===== config.mk =====
export PLATFORM = sky130hd
export DESIGN_NAME = xmi_master_network_interface
export DESIGN_NICKNAME = d
export VERILOG_FILES = /design/src/source/munoc_pkg.sv /design/src/source/bni_depacketizer.sv /design/src/source/fni_packetizer.sv /design/src/source/xmi_axi_adapter.sv /design/src/source/xmi_master_network_interface.sv
export VERILOG_INCLUDE_DIRS = /design/src /design/src/source
export SDC_FILE = /design/constraint.sdc
export NUM_CORES = 1
export LEC_CHECK = 0
export ABC_AREA = 1
export BUFFER_PORTS_ARGS = -buffer_cell sky130_fd_sc_hd__buf_4
export CORE_UTILIZATION = 58
export CTS_BUF_LIST = sky130_fd_sc_hd__clkbuf_4 sky130_fd_sc_hd__clkbuf_8
export CTS_CLUSTER_DIAMETER = 150
export CTS_CLUSTER_SIZE = 16
export DETAILED_ROUTE_END_ITERATION = 10
export PLACE_DENSITY = 0.82
export SLEW_MARGIN = 20
export SYNTH_ARGS = -nofsm -noshare
export SYNTH_HDL_FRONTEND = slang
export SYNTH_SLANG_ARGS = --single-unit

===== constraint.sdc =====
create_clock -name clk -period 5.7 [get_ports clk]
set_input_delay 0.57 -clock clk [delete_from_list [all_inputs] [get_ports clk]]
set_output_delay 0.57 -clock clk [all_outputs]
set_load 0.02 [all_outputs]

===== src/source/munoc_macros.svh =====
// Network interface widths
`ifndef MUNOC_MACROS_SVH
`define MUNOC_MACROS_SVH

// Master port and AXI-style channel widths
`define BW_ADDR 32
`define BW_DATA 32
`define BW_STRB 4
`define BW_BURDEN 4
`define BW_RESP 2

// Link phit, plus tail and valid bits on top
`define BW_PHIT 8
`define BW_LINK 10

// ************************************************************
// Header phit layout
// Request header: write bit, burden in the low bits
// Reply header: write-reply bit, response, burden
// ************************************************************
`define HDR_WRITE_BIT 7
`define HDR_RESP_LSB 4

`endif


===== src/source/munoc_pkg.sv =====
// Network interface types
`include "munoc_macros.svh"

package munoc_pkg;

	typedef logic [`BW_ADDR-1:0] addr_t;
	typedef logic [`BW_DATA-1:0] data_t;
	typedef logic [`BW_STRB-1:0] strb_t;
	typedef logic [`BW_BURDEN-1:0] burden_t;
	typedef logic [`BW_PHIT-1:0] phit_t;
	typedef logic [`BW_LINK-1:0] link_t;
	typedef logic [`BW_RESP-1:0] resp_t;

	// Forward packet serializer
	typedef enum logic [2:0] {
		pkt_idle,
		pkt_header,
		pkt_address,
		pkt_strobe,
		pkt_data
	} pkt_state_e;

	// Backward packet collector
	typedef enum logic [1:0] {
		dpk_header,
		dpk_data,
		dpk_deliver
	} dpk_state_e;

endpackage


===== src/source/bni_depacketizer.sv =====
// Backward link depacketizer
`include "munoc_macros.svh"

module bni_depacketizer
	import munoc_pkg::*;
(
	input  logic    clk,
	input  logic    rst_n,
	input  link_t   sbni_link,
	output logic    sbni_ready,
	output logic    bvalid,
	input  logic    bready,
	output burden_t bid,
	output resp_t   bresp,
	output logic    rvalid,
	input  logic    rready,
	output burden_t rid,
	output data_t   rdata,
	output resp_t   rresp
);

	dpk_state_e state;
	dpk_state_e state_d;
	logic link_valid;
	logic link_tail;
	phit_t phit;
	logic take;
	logic beat_done;
	logic reply_write;
	resp_t reply_resp;
	burden_t reply_burden;
	data_t reply_data;

	assign link_valid = sbni_link[`BW_LINK-1];
	assign link_tail = sbni_link[`BW_LINK-2];
	assign phit = sbni_link[`BW_PHIT-1:0];
	assign take = link_valid && sbni_ready;
	assign beat_done = (bvalid && bready) || (rvalid && rready);

	always_comb begin
		state_d = state;
		case (state)
			dpk_header: if (take) state_d = link_tail ? dpk_deliver : dpk_data;
			dpk_data: if (take && link_tail) state_d = dpk_deliver;
			dpk_deliver: if (beat_done) state_d = dpk_header;
			default: state_d = dpk_header;
		endcase
	end

	// Link stays blocked while a finished beat waits
	always_ff @(posedge clk) begin
		if (!rst_n) begin
			state <= dpk_header;
			sbni_ready <= 1'b0;
		end else begin
			state <= state_d;
			sbni_ready <= (state_d != dpk_deliver);
		end
	end

	always_ff @(posedge clk) begin
		if (take && state == dpk_header) begin
			reply_write <= phit[`HDR_WRITE_BIT];
			reply_resp <= phit[`HDR_RESP_LSB +: `BW_RESP];
			reply_burden <= phit[`BW_BURDEN-1:0];
		end
		// Read data arrives most significant phit first
		if (take && state == dpk_data)
			reply_data <= {reply_data[`BW_DATA-`BW_PHIT-1:0], phit};
	end

	assign bvalid = (state == dpk_deliver) && reply_write;
	assign rvalid = (state == dpk_deliver) && !reply_write;
	assign bid = reply_burden;
	assign rid = reply_burden;
	assign bresp = reply_resp;
	assign rresp = reply_resp;
	assign rdata = reply_data;

endmodule


===== src/source/fni_packetizer.sv =====
// Forward link packetizer
`include "munoc_macros.svh"

module fni_packetizer
	import munoc_pkg::*;
(
	input  logic    clk,
	input  logic    rst_n,
	input  logic    comm_disable,
	input  logic    awvalid,
	output logic    awready,
	input  addr_t   awaddr,
	input  burden_t awid,
	input  logic    wvalid,
	output logic    wready,
	input  data_t   wdata,
	input  strb_t   wstrb,
	input  logic    arvalid,
	output logic    arready,
	input  addr_t   araddr,
	input  burden_t arid,
	output link_t   sfni_link,
	input  logic    sfni_ready
);

	localparam int NUM_PHITS = 10;
	localparam int BW_SHIFT = NUM_PHITS * `BW_PHIT;

	pkt_state_e state;
	logic [BW_SHIFT-1:0] shift_q;
	logic [3:0] remain;
	logic pkt_write;
	logic prio_write;
	logic write_req;
	logic pick_write;
	logic start;
	logic busy;
	logic phit_sent;
	phit_t header;

	// ************************************************************
	// Arbitration, write needs both AW and W
	// ************************************************************
	assign write_req = awvalid && wvalid;
	assign pick_write = write_req && (prio_write || !arvalid);
	assign start = (state == pkt_idle) && !comm_disable && (write_req || arvalid);
	assign awready = start && pick_write;
	assign wready = start && pick_write;
	assign arready = start && !pick_write;

	always_comb begin
		header = '0;
		header[`HDR_WRITE_BIT] = pick_write;
		header[`BW_BURDEN-1:0] = pick_write ? awid : arid;
	end

	// Link output, phits leave from the top of the shift register
	assign busy = (state != pkt_idle);
	assign phit_sent = busy && sfni_ready;
	assign sfni_link = {busy, busy && (remain == 4'd0), shift_q[BW_SHIFT-1 -: `BW_PHIT]};

	always_ff @(posedge clk) begin
		if (!rst_n) begin
			state <= pkt_idle;
			remain <= '0;
			pkt_write <= 1'b0;
			prio_write <= 1'b1;
		end else if (start) begin
			state <= pkt_header;
			remain <= pick_write ? 4'd9 : 4'd4;
			pkt_write <= pick_write;
			prio_write <= !pick_write;
		end else if (phit_sent) begin
			remain <= remain - 4'd1;
			case (state)
				pkt_header: state <= pkt_address;
				pkt_address: begin
					if (remain == 4'd0)
						state <= pkt_idle;
					else if (pkt_write && remain == 4'd5)
						state <= pkt_strobe;
				end
				pkt_strobe: state <= pkt_data;
				pkt_data: begin
					if (remain == 4'd0)
						state <= pkt_idle;
				end
				default: state <= pkt_idle;
			endcase
		end
	end

	always_ff @(posedge clk) begin
		if (start) begin
			if (pick_write)
				shift_q <= {header, awaddr, {(`BW_PHIT-`BW_STRB){1'b0}}, wstrb, wdata};
			else
				shift_q <= {header, araddr, {(BW_SHIFT-`BW_PHIT-`BW_ADDR){1'b0}}};
		end else if (phit_sent) begin
			shift_q <= shift_q << `BW_PHIT;
		end
	end

endmodule


===== src/source/xmi_axi_adapter.sv =====
// Request to AXI channel adapter
`include "munoc_macros.svh"

module xmi_axi_adapter
	import munoc_pkg::*;
(
	input  logic    clk,
	input  logic    rst_n,
	input  logic    rlxqvalid,
	output logic    rlxqready,
	input  logic    rlxqwrite,
	input  addr_t   rlxqaddr,
	input  strb_t   rlxqwstrb,
	input  data_t   rlxqwdata,
	input  burden_t rlxqburden,
	output logic    rlxyvalid,
	input  logic    rlxyready,
	output logic    rlxywreply,
	output resp_t   rlxyresp,
	output data_t   rlxyrdata,
	output burden_t rlxyburden,
	output logic    awvalid,
	input  logic    awready,
	output addr_t   awaddr,
	output burden_t awid,
	output logic    wvalid,
	input  logic    wready,
	output data_t   wdata,
	output strb_t   wstrb,
	output logic    arvalid,
	input  logic    arready,
	output addr_t   araddr,
	output burden_t arid,
	input  logic    bvalid,
	output logic    bready,
	input  burden_t bid,
	input  resp_t   bresp,
	input  logic    rvalid,
	output logic    rready,
	input  burden_t rid,
	input  data_t   rdata,
	input  resp_t   rresp
);

	addr_t req_addr;
	burden_t req_burden;
	logic req_take;
	logic chan_free;
	logic b_take;
	logic r_take;

	// ************************************************************
	// Request side
	// ************************************************************
	assign req_take = rlxqvalid && rlxqready;
	assign chan_free = (!awvalid || awready) && (!wvalid || wready) && (!arvalid || arready);

	// Address and tag are shared, only one channel set is ever loaded
	assign awaddr = req_addr;
	assign araddr = req_addr;
	assign awid = req_burden;
	assign arid = req_burden;

	always_ff @(posedge clk) begin
		if (!rst_n) begin
			rlxqready <= 1'b0;
			awvalid <= 1'b0;
			wvalid <= 1'b0;
			arvalid <= 1'b0;
		end else begin
			if (awvalid && awready)
				awvalid <= 1'b0;
			if (wvalid && wready)
				wvalid <= 1'b0;
			if (arvalid && arready)
				arvalid <= 1'b0;
			if (req_take) begin
				awvalid <= rlxqwrite;
				wvalid <= rlxqwrite;
				arvalid <= !rlxqwrite;
			end
			// Ready answers a waiting request once all channels have drained
			rlxqready <= rlxqvalid && !req_take && chan_free;
		end
	end

	always_ff @(posedge clk) begin
		if (req_take) begin
			req_addr <= rlxqaddr;
			req_burden <= rlxqburden;
			wdata <= rlxqwdata;
			wstrb <= rlxqwstrb;
		end
	end

	// ************************************************************
	// Reply side, B wins over R
	// ************************************************************
	assign bready = !rlxyvalid;
	assign rready = !rlxyvalid && !bvalid;
	assign b_take = bvalid && bready;
	assign r_take = rvalid && rready;

	always_ff @(posedge clk) begin
		if (!rst_n)
			rlxyvalid <= 1'b0;
		else if (b_take || r_take)
			rlxyvalid <= 1'b1;
		else if (rlxyready)
			rlxyvalid <= 1'b0;
	end

	always_ff @(posedge clk) begin
		if (b_take) begin
			rlxywreply <= 1'b1;
			rlxyresp <= bresp;
			rlxyburden <= bid;
		end else if (r_take) begin
			rlxywreply <= 1'b0;
			rlxyresp <= rresp;
			rlxyburden <= rid;
			rlxyrdata <= rdata;
		end
	end

endmodule


===== src/source/xmi_master_network_interface.sv =====
// Master network interface top
`include "munoc_macros.svh"

module xmi_master_network_interface
	import munoc_pkg::*;
(
	input  logic    clk,
	input  logic    rst_n,
	input  logic    comm_disable,
	input  logic    rlxqvalid,
	output logic    rlxqready,
	input  logic    rlxqwrite,
	input  addr_t   rlxqaddr,
	input  strb_t   rlxqwstrb,
	input  data_t   rlxqwdata,
	input  burden_t rlxqburden,
	output logic    rlxyvalid,
	input  logic    rlxyready,
	output logic    rlxywreply,
	output resp_t   rlxyresp,
	output data_t   rlxyrdata,
	output burden_t rlxyburden,
	output link_t   sfni_link,
	input  logic    sfni_ready,
	input  link_t   sbni_link,
	output logic    sbni_ready
);

	// ************************************************************
	// AXI-style channels between the blocks
	// ************************************************************
	logic awvalid, awready, wvalid, wready, arvalid, arready;
	logic bvalid, bready, rvalid, rready;
	addr_t awaddr, araddr;
	burden_t awid, arid, bid, rid;
	data_t wdata, rdata;
	strb_t wstrb;
	resp_t bresp, rresp;

	xmi_axi_adapter i_xmi_axi_adapter (.*);

	fni_packetizer i_fni_packetizer (.*);

	bni_depacketizer i_bni_depacketizer (.*);

endmodule

# --- Yosys cells after proc, flatten, opt, wreduce, memory -nomap -nowiden ---
# Cells that the tools add are included.
totals:
  word_cells: 125
  input_bits: 89
  ff_bits: 247
  out_inout_bits: 52
op_classes:
  bitwise: 2
  n_reduce_logical: 56
  n_eq_ne: 12
  muxes: 29
  addsub: 1
ops:
  columns: ["op", "count"]
  rows:
  - ["$mux W80", 3]
  - ["$logic_and A1 B1 Y1", 26]
  - ["$mux W4", 5]
  - ["$mux W2", 6]
  - ["$pmux W3 S4", 1]
  - ["$reduce_bool A2 Y1", 6]
  - ["$logic_not A1 Y1", 10]
  - ["$mux W1", 10]
  - ["$mux W3", 3]
  - ["$eq A3 B2 Y1 const B", 2]
  - ["$logic_or A1 B1 Y1", 6]
  - ["$ne A3 B1 Y1 const B", 2]
  - ["$pmux W2 S3", 1]
  - ["$reduce_and A3 Y1", 2]
  - ["$eq A4 B3 Y1 const B", 1]
  - ["$logic_not A4 Y1", 1]
  - ["$ne A4 B1 Y1 const B", 1]
  - ["$sub A4 B1 Y4 const B", 1]
  - ["$eq A3 B1 Y1 const B", 1]
  - ["$eq A3 B3 Y1 const B", 1]
  - ["$logic_not A3 Y1", 1]
  - ["$reduce_bool A3 Y1", 1]
  - ["$eq A2 B1 Y1 const B", 1]
  - ["$eq A2 B2 Y1 const B", 1]
  - ["6 further kinds", 7]

# --- Depth between registers and ports, before layout ---
# Gate-level depths: netlist of run 1.
depth:
  word_depth: 9
  mapped_depth: 9

# --- Hierarchy ---
# From an unflattened synthesis of run 1, not the netlist that was laid out.
unflattened:
  hier_cells: 738
  hier_area_um2: 9574.2
modules_own_cells:
  columns: ["mod", "instances", "area_per_inst_um2", "cells_each"]
  rows:
  - ["fni_packetizer", 1, 4245.3, 462]
  - ["xmi_axi_adapter", 1, 3933.8, 204]
  - ["bni_depacketizer", 1, 1395.1, 72]

# --- Least setup slack after synthesis of run 1 ---
# No wires, ideal clock.
synth_timing:
  path_type: "input to register"
  start: "input port comm_disable"
  end: "register i_fni_packetizer.remain[2]"
  setup_ps: 80
  t_arrival_ps: 4995
  n_path_buf: 0
  stages: 5
  required_time_ps: 5620
  path_slack_ps: 625
  path_cell_list: "inv_1 > nand3_2 > o21ai_1 > o211ai_1 > a21oi_1"
synth_between:
  elab_chain_cells: 4
synth_rtl:
  columns: ["element", "line_no", "rtl"]
  rows:
  - ["start, declared", "xmi_master_network_interface.sv:9", "input logic comm_disable,"]
  - ["$logic_not A1 Y1 *", "fni_packetizer.sv:46", "assign start = (state == pkt_idle) && !comm_disable && (write_req || arvalid);"]
  - ["$logic_and A1 B1 Y1 * (2 in a row)", "fni_packetizer.sv:46", null]
  - ["$mux W4 or $reduce_bool A2 Y1 (tied branches)", null, null]
  - ["end signal, assigned", "fni_packetizer.sv:70", "remain <= pick_write ? 4'd9 : 4'd4;"]
  - ["end signal, assigned", "fni_packetizer.sv:74", "remain <= remain - 4'd1;"]
  - ["end, declared", "fni_packetizer.sv:31", "logic [3:0] remain;"]
# Every way passes the cells marked *; elsewhere a longest branch is shown, timed or not.
# A chain may end at the register's enable or synchronous reset.

# --- Final worst setup path of run 1 ---
layout_timing:
  start: "register i_fni_packetizer.state[0]"
  end: "register i_fni_packetizer.shift_q[11] (data pin)"
layout_between:
  elab_chain_cells: 4
layout_rtl:
  columns: ["element", "line_no", "rtl"]
  rows:
  - ["start, declared", "fni_packetizer.sv:29", "pkt_state_e state;"]
  - ["start signal, assigned", "fni_packetizer.sv:64", "state <= pkt_idle;"]
  - ["start signal, assigned", "fni_packetizer.sv:69", "state <= pkt_header;"]
  - ["start signal, assigned", "fni_packetizer.sv:76", "pkt_header: state <= pkt_address;"]
  - ["$logic_not A3 Y1", "fni_packetizer.sv:46", null]
  - ["$logic_and A1 B1 Y1 (2 in a row)", "fni_packetizer.sv:46", null]
  - ["$mux W80", "fni_packetizer.sv:94", "if (start) begin"]
  - ["end signal, assigned", "fni_packetizer.sv:96", "shift_q <= {header, awaddr, {(`BW_PHIT-`BW_STRB){1'b0}}, wstrb, wdata};"]
  - ["end signal, assigned", "fni_packetizer.sv:98", "shift_q <= {header, araddr, {(BW_SHIFT-`BW_PHIT-`BW_ADDR){1'b0}}};"]
  - ["end signal, assigned", "fni_packetizer.sv:100", "shift_q <= shift_q << `BW_PHIT;"]
  - ["end, declared", "fni_packetizer.sv:30", "logic [BW_SHIFT-1:0] shift_q;"]
# No other way between the ends.

==> results of run 1 <==
layout by cell type (no fill, tap or decap), types with 2 or more instances in the layout:
cell type	synthesis	final
o22ai_1	2	2
inv_1	35	34
xor2_1	3	3
ha_1	2	2
buf_4	10	144
nor2_4	2	2
nand2_2	2	2
o21ai_0	3	3
a22o_1	28	28
o211ai_1	2	2
nor3_1	3	2
nand2_1	129	129
nand4_1	2	2
nand3_1	10	10
a21oi_1	12	12
clkinv_2	0	2
clkbuf_8	0	19
edfxtp_1	229	229
nor2_1	30	29
clkbuf_4	0	7
dfxtp_1	18	18
logic make-up after synthesis:
logic type	Yosys count	synth area share [%]
DFF	247	83.2
and+or+nand+nor	179	8.28
buffers and inverters	63	3.47
AOI/OAI and AO/OA	52	4.42
xor gates and xnor gates	3	0.302
adders and majority gates	2	0.288
power by group:
group	internal [W]	switching, W
clock network	0.000360	0.000527
logic	0.0000770	0.0000942
registers	0.00204	0.0000186
total	0.00247	0.000640
cell type report:
| type | instances | area, µm² |
|---|---|---|
| Sequential cell | 247 | 7240 |
| Fill cell | 917 | 4370 |
| Multi-Input combinational cell | 236 | 1170 |
| Timing Repair Buffer | 145 | 1110 |
| Clock buffer | 26 | 314 |
| Tap cell | 184 | 230 |
| Inverter | 37 | 141 |
| Clock inverter | 2 | 18.8 |
flip-flops by register name, summed over array words and instances (netlist names), 3 cells and up:
signal,cells
i_xmi_axi_adapter.araddr,32
i_fni_packetizer.shift_q,80
i_xmi_axi_adapter.arid,4
i_fni_packetizer.remain,4
i_bni_depacketizer.rdata,32
i_xmi_axi_adapter.wdata,32
i_bni_depacketizer.bid,4
i_fni_packetizer.state,3
i_xmi_axi_adapter.wstrb,4
i_xmi_axi_adapter.rlxyrdata,32
i_xmi_axi_adapter.rlxyburden,4
worst max-delay path, stage by stage, from the launching register on:
cell      delay (ns)
dfxtp_1         0.38
nor2_4          0.17
nand3_2         0.14
nor2_4          0.82
clkinv_2        1.05
a22o_1          0.53
worst max path at each step:
stage               slack, ns  depth (start not counted)                      endpoint
floorplan                0.63                          5    i_fni_packetizer.remain[2]
global placement         2.51                          6  i_fni_packetizer.shift_q[23]
detailed placement       2.51                          6  i_fni_packetizer.shift_q[11]
CTS                      2.69                          5  i_fni_packetizer.shift_q[11]
global route             1.98                          5  i_fni_packetizer.shift_q[11]
finish                   2.28                          5  i_fni_packetizer.shift_q[11]
routing by layer:
layer	global-route usage [%]	share of wire, %	vias to the layer above
li1	-	-	2199
met1	25.4	42	2259
met2	30.9	50	174
met3	3.78	6.4	21
met4	5.88	2.4	0
met5	0	0	-
metrics by stage:
step           cell area [µm²]  cells  power [W]  util, %  setup WS, ns
2_1_floorplan             8690    546    0.00218        -         0.625
3_3_place_gp              9860    848    0.00225     67.6          2.51
3_5_place_dp              9860    848    0.00226     67.6          2.51
5_1_grt                  10200    877    0.00322     70.1          1.98
6_report                 10200    877    0.00311     70.1          2.28
4_1_cts                  10200    876    0.00314     69.9          2.69
==> impl_metrics.tcl, run 1 <==
set metrics [dict create \
    port_buffers 140 \
    clk_latency_ns 0.53 \
    cellPowerDensity_mw_per_mm2 304 \
    avgSynthCellArea_um2 15.9 \
    cap_violations 0 \
    antenna_left 0 \
    drive_above_1_share_pct 26.6 \
    drt-initial-drc-count 338 \
    core_mm2 0.0146 \
    synth_top_area_share_pct 79.1 \
    rows 44 \
    critPathKind "reg2reg" \
    hold_ws_ns 0.209 \
    worstReg2RegStart "i_fni_packetizer.state[0]" \
    layout.nets 777 \
    io_pins 141 \
    period_needed_ns 3.42 \
    clkTransAtPathRegs_ns 0.10 \
    async_reset_ff_share_pct 0 \
    antenna_found_initial 0 \
    r2r_cells 5 \
    fmax_ghz 0.292 \
    die_x_um 124 \
    arrival_ns 3.69 \
    dp_hpwl_um 9020 \
    grt_pass1_wl_um 22900 \
    synth_edf_count 229 \
    hold_viol_final 0 \
    r2r_end "i_fni_packetizer.shift_q[11]" \
    via_per_inst 5.31 \
    syn_area_mm2 0.00869 \
    start_util_pct 59.6 \
    yosys_register_bits 247 \
    gp_congestion 0.760 \
    grtUsageTotal_pct 18.8 \
    overflow 0 \
    cts_buffer_depth 3 \
    numCtsBuffers 19 \
    insertedDiodeCount 0 \
    slew_headroom_pct 28.9 \
    leakage_nw 3.88 \
    root_buffer "clkbuf_8" \
    synth_cell_types 28 \
    drt-pass1-iter-count 4 \
    die_area_mm2 0.0155 \
    cts_resized 0 \
    synth.most_common_cell "edfxtp_1" \
    hold_start "rlxqwdata[4]" \
    areaGrowthSynthToFinish_pct 17.6 \
    routedWlPerCell_um 16.3 \
    die_h_um 124 \
    ir_worst_vdd_mv 0.224 \
    tightest_slew_ns 1.06 \
    num_vias 4653 \
    rrSetupSlack_ns 2.28 \
    cp_max_fo 69 \
    yosysWarnings 0 \
    synth_common_cells "edfxtp_1 (229), nand2_1 (129), inv_1 (35)" \
    hold_depth 1 \
    worst_setup_path_start_kind "flip-flop" \
    grt_max_degree 74 \
    outcome "complete, no violations" \
    cts_setup_buffers 0 \
    end_kind "flip-flop" \
    cts_tree "yes" \
    grt_pass1_vias 4590 \
    syn_nets 637 \
    period_share_pct 60.0 \
    ctsHtreeMaxLevel 1 \
    cp_data_required_time_ns 5.97 \
    whs_endpoint "i_xmi_axi_adapter.wdata[4]" \
    drc 0 \
    fin_setup_tns_ns 0 \
    worst_clock_skew_ns 0.0237 \
    startpoint "i_fni_packetizer.state[0]" \
    slew_violations 0 \
    setup_violations 0 \
    ys.flop_type "edfxtp_1" \
    ctsHoldBuffers 0 \
    synthCells 546 \
    yosysSeqAreaShare_pct 83.2 \
    totalWireLength_um 14300 \
    hold_class "in2reg" \
    synth_top_area_cell "edfxtp_1" \
    clock-sinks 247 \
    rsz0062_at_grt "no" \
    yosys-top-cells-area "edfxtp_1 (79%), nand2_1 (5.6%), dfxtp_1 (4.1%)" \
]
Note: power is estimated with default switching activity, not from simulation.
==> run 2: changes to the inputs <==
Settings changed: CORE_UTILIZATION 58 to 52, PLACE_DENSITY 0.82 to 0.77.
Clock period 5.7 ns to 2.92 ns, I/O delays scaled along.
==> impl_metrics.tcl, run 2 (same netlist as run 1, synthesis figures left out) <==
set metrics [dict create \
    die_area_mm2 0.0172 \
    grtUsageTotal_pct 18.8 \
    largest-register "i_fni_packetizer.shift_q" \
    cp_max_fo 49 \
    worst_clock_skew_ns 0.0129 \
    arrival_ns 2.74 \
    num_vias 4921 \
    root_buffer "clkbuf_8" \
    slew_violations 0 \
    ctsHoldBuffers 80 \
    hold_class "in2reg" \
    start_util_pct 53.9 \
    via_per_inst 4.94 \
    regArea_mm2 0.00724 \
    die_x_um 131 \
    clk_latency_ns 0.51 \
    dp_hpwl_um 9380 \
    port_buffers 140 \
    rows 46 \
    worst_setup_path_start_kind "flip-flop" \
    period_needed_ns 2.36 \
    routedWlPerCell_um 16.1 \
    grt_pass1_wl_um 25500 \
    setup_violations 0 \
    hold_ws_ns 0.0537 \
    insertedDiodeCount 0 \
    largest_reg_flops 80 \
    antenna_found_initial 0 \
    clkTransAtPathRegs_ns 0.10 \
    cp_slowest_cell "inv_2" \
    areaGrowthSynthToFinish_pct 28.0 \
    grt_pass1_vias 5029 \
    rsz0062_at_grt "no" \
    period_share_pct 80.8 \
    worst-path-buf-inv 2 \
    clock-sinks 247 \
    cap_violations 0 \
    core_mm2 0.0161 \
    mostFrequentLayoutCells "edfxtp_1 (229), buf_4 (147), nand2_1 (129), dlygate4sd3_1 (80), inv_1 (34)" \
    overflow 0 \
    fin_setup_tns_ns 0 \
    drive_above_1_share_pct 24.7 \
    cts_tree "yes" \
    critPathKind "reg2reg" \
    cellPowerDensity_mw_per_mm2 563 \
    leakage_nw 4.25 \
    cp_cell_sequence "nor2_4 -> nand3_2 -> nor2_4 -> buf_4 -> nand2_2 -> inv_2 -> a22o_1" \
    drt-initial-drc-count 305 \
    cts_resized 0 \
    outcome "complete, no violations" \
    slew_headroom_pct 29.9 \
    gp_congestion 0.757 \
    die_h_um 131 \
    ctsHtreeMaxLevel 1 \
    ir_worst_vdd_mv 0.452 \
    cp_data_required_time_ns 3.30 \
    io_pins 141 \
    slowest_delay_ns 0.46 \
    layout.nets 860 \
    hold_viol_final 0 \
    final_common_cell "edfxtp_1" \
    totalWireLength_um 16000 \
    grt_max_degree 54 \
    antenna_left 0 \
    numCtsBuffers 19 \
    drc 0 \
    cts_buffer_depth 3 \
    nFillCells 1080 \
    end_kind "flip-flop" \
    fmax_ghz 0.424 \
    critPathTopFamily "buffers and inverters" \
    multiInputGateArea_mm2 0.00118 \
    tightest_slew_ns 1.05 \
    cts_setup_buffers 0 \
    cp_common_cell "nor2_4" \
    drt-pass1-iter-count 4 \
]
run 2: changes by cell type in the layout (fill, tap and decap cells not counted), sizes merged:
| cell | before | now |
|---|---|---|
| buf | 145 | 148 |
| clkbuf | 26 | 32 |
| dlygate4sd3 | 0 | 80 |
| clkinv | 2 | 1 |
| clkinvlp | 1 | 0 |
| inv | 36 | 37 |
run 2: metal layers:
layer / global-route usage (%) / part of all wire, %
met5: 0 / 0
met2: 33.6 / 53
met1: 23.6 / 41
met4: 5.23 / 1.6
met3: 3.32 / 5.1
run 2: where the power goes:
part / switching, W / internal, W / total [W]
combinational: 0.000202 / 0.000220 / 0.000422
clock: 0.00105 / 0.000787 / 0.00184
sequential: 0.0000383 / 0.00397 / 0.00401
total: 0.00129 / 0.00498 / 0.00627
run 2: final cells by class:
| class | count | area share (%) |
|---|---|---|
| clock buffer | 32 | 3.23 |
| clock inverter | 1 | 0.101 |
| inverter | 37 | 1.26 |
| multi-input combinational | 236 | 10.6 |
| sequential | 247 | 65.0 |
| tap | 216 | 2.43 |
| timing repair buffer | 228 | 17.3 |
run 2: worst reg2reg max path: stages (launching register included):
cell and delay (ns):
dfxtp_1 0.38, nor2_4 0.16, nand3_2 0.15, nor2_4 0.13
buf_4 0.42, nand2_2 0.31, inv_2 0.46, a22o_1 0.22
run 2: worst paths after layout:
path,start,to,slack (ns),depth (start not counted)
worst max-delay path,i_fni_packetizer.state[0],i_fni_packetizer.shift_q[13],0.56,7
worst min-delay path,rlxqvalid,i_xmi_axi_adapter.rlxqready,0.05,3
worst max register to register,i_fni_packetizer.state[0],i_fni_packetizer.shift_q[13],0.56,7
worst min register to register,i_bni_depacketizer.bresp[0],i_xmi_axi_adapter.rlxyresp[0],0.43,0
run 2: per-stage QoR:
stage	instances	area (µm²)	setup slack (ns)	utilization [%]	power, W
after floorplan	546	8710	0.401	-	0.00426
after global placement	884	9950	0.690	61.7	0.00440
after detailed placement	884	9950	0.569	61.7	0.00442
after CTS	997	11100	0.524	69.0	0.00630
after global routing	997	11100	0.326	69.0	0.00648
final	997	11100	0.560	69.0	0.00627
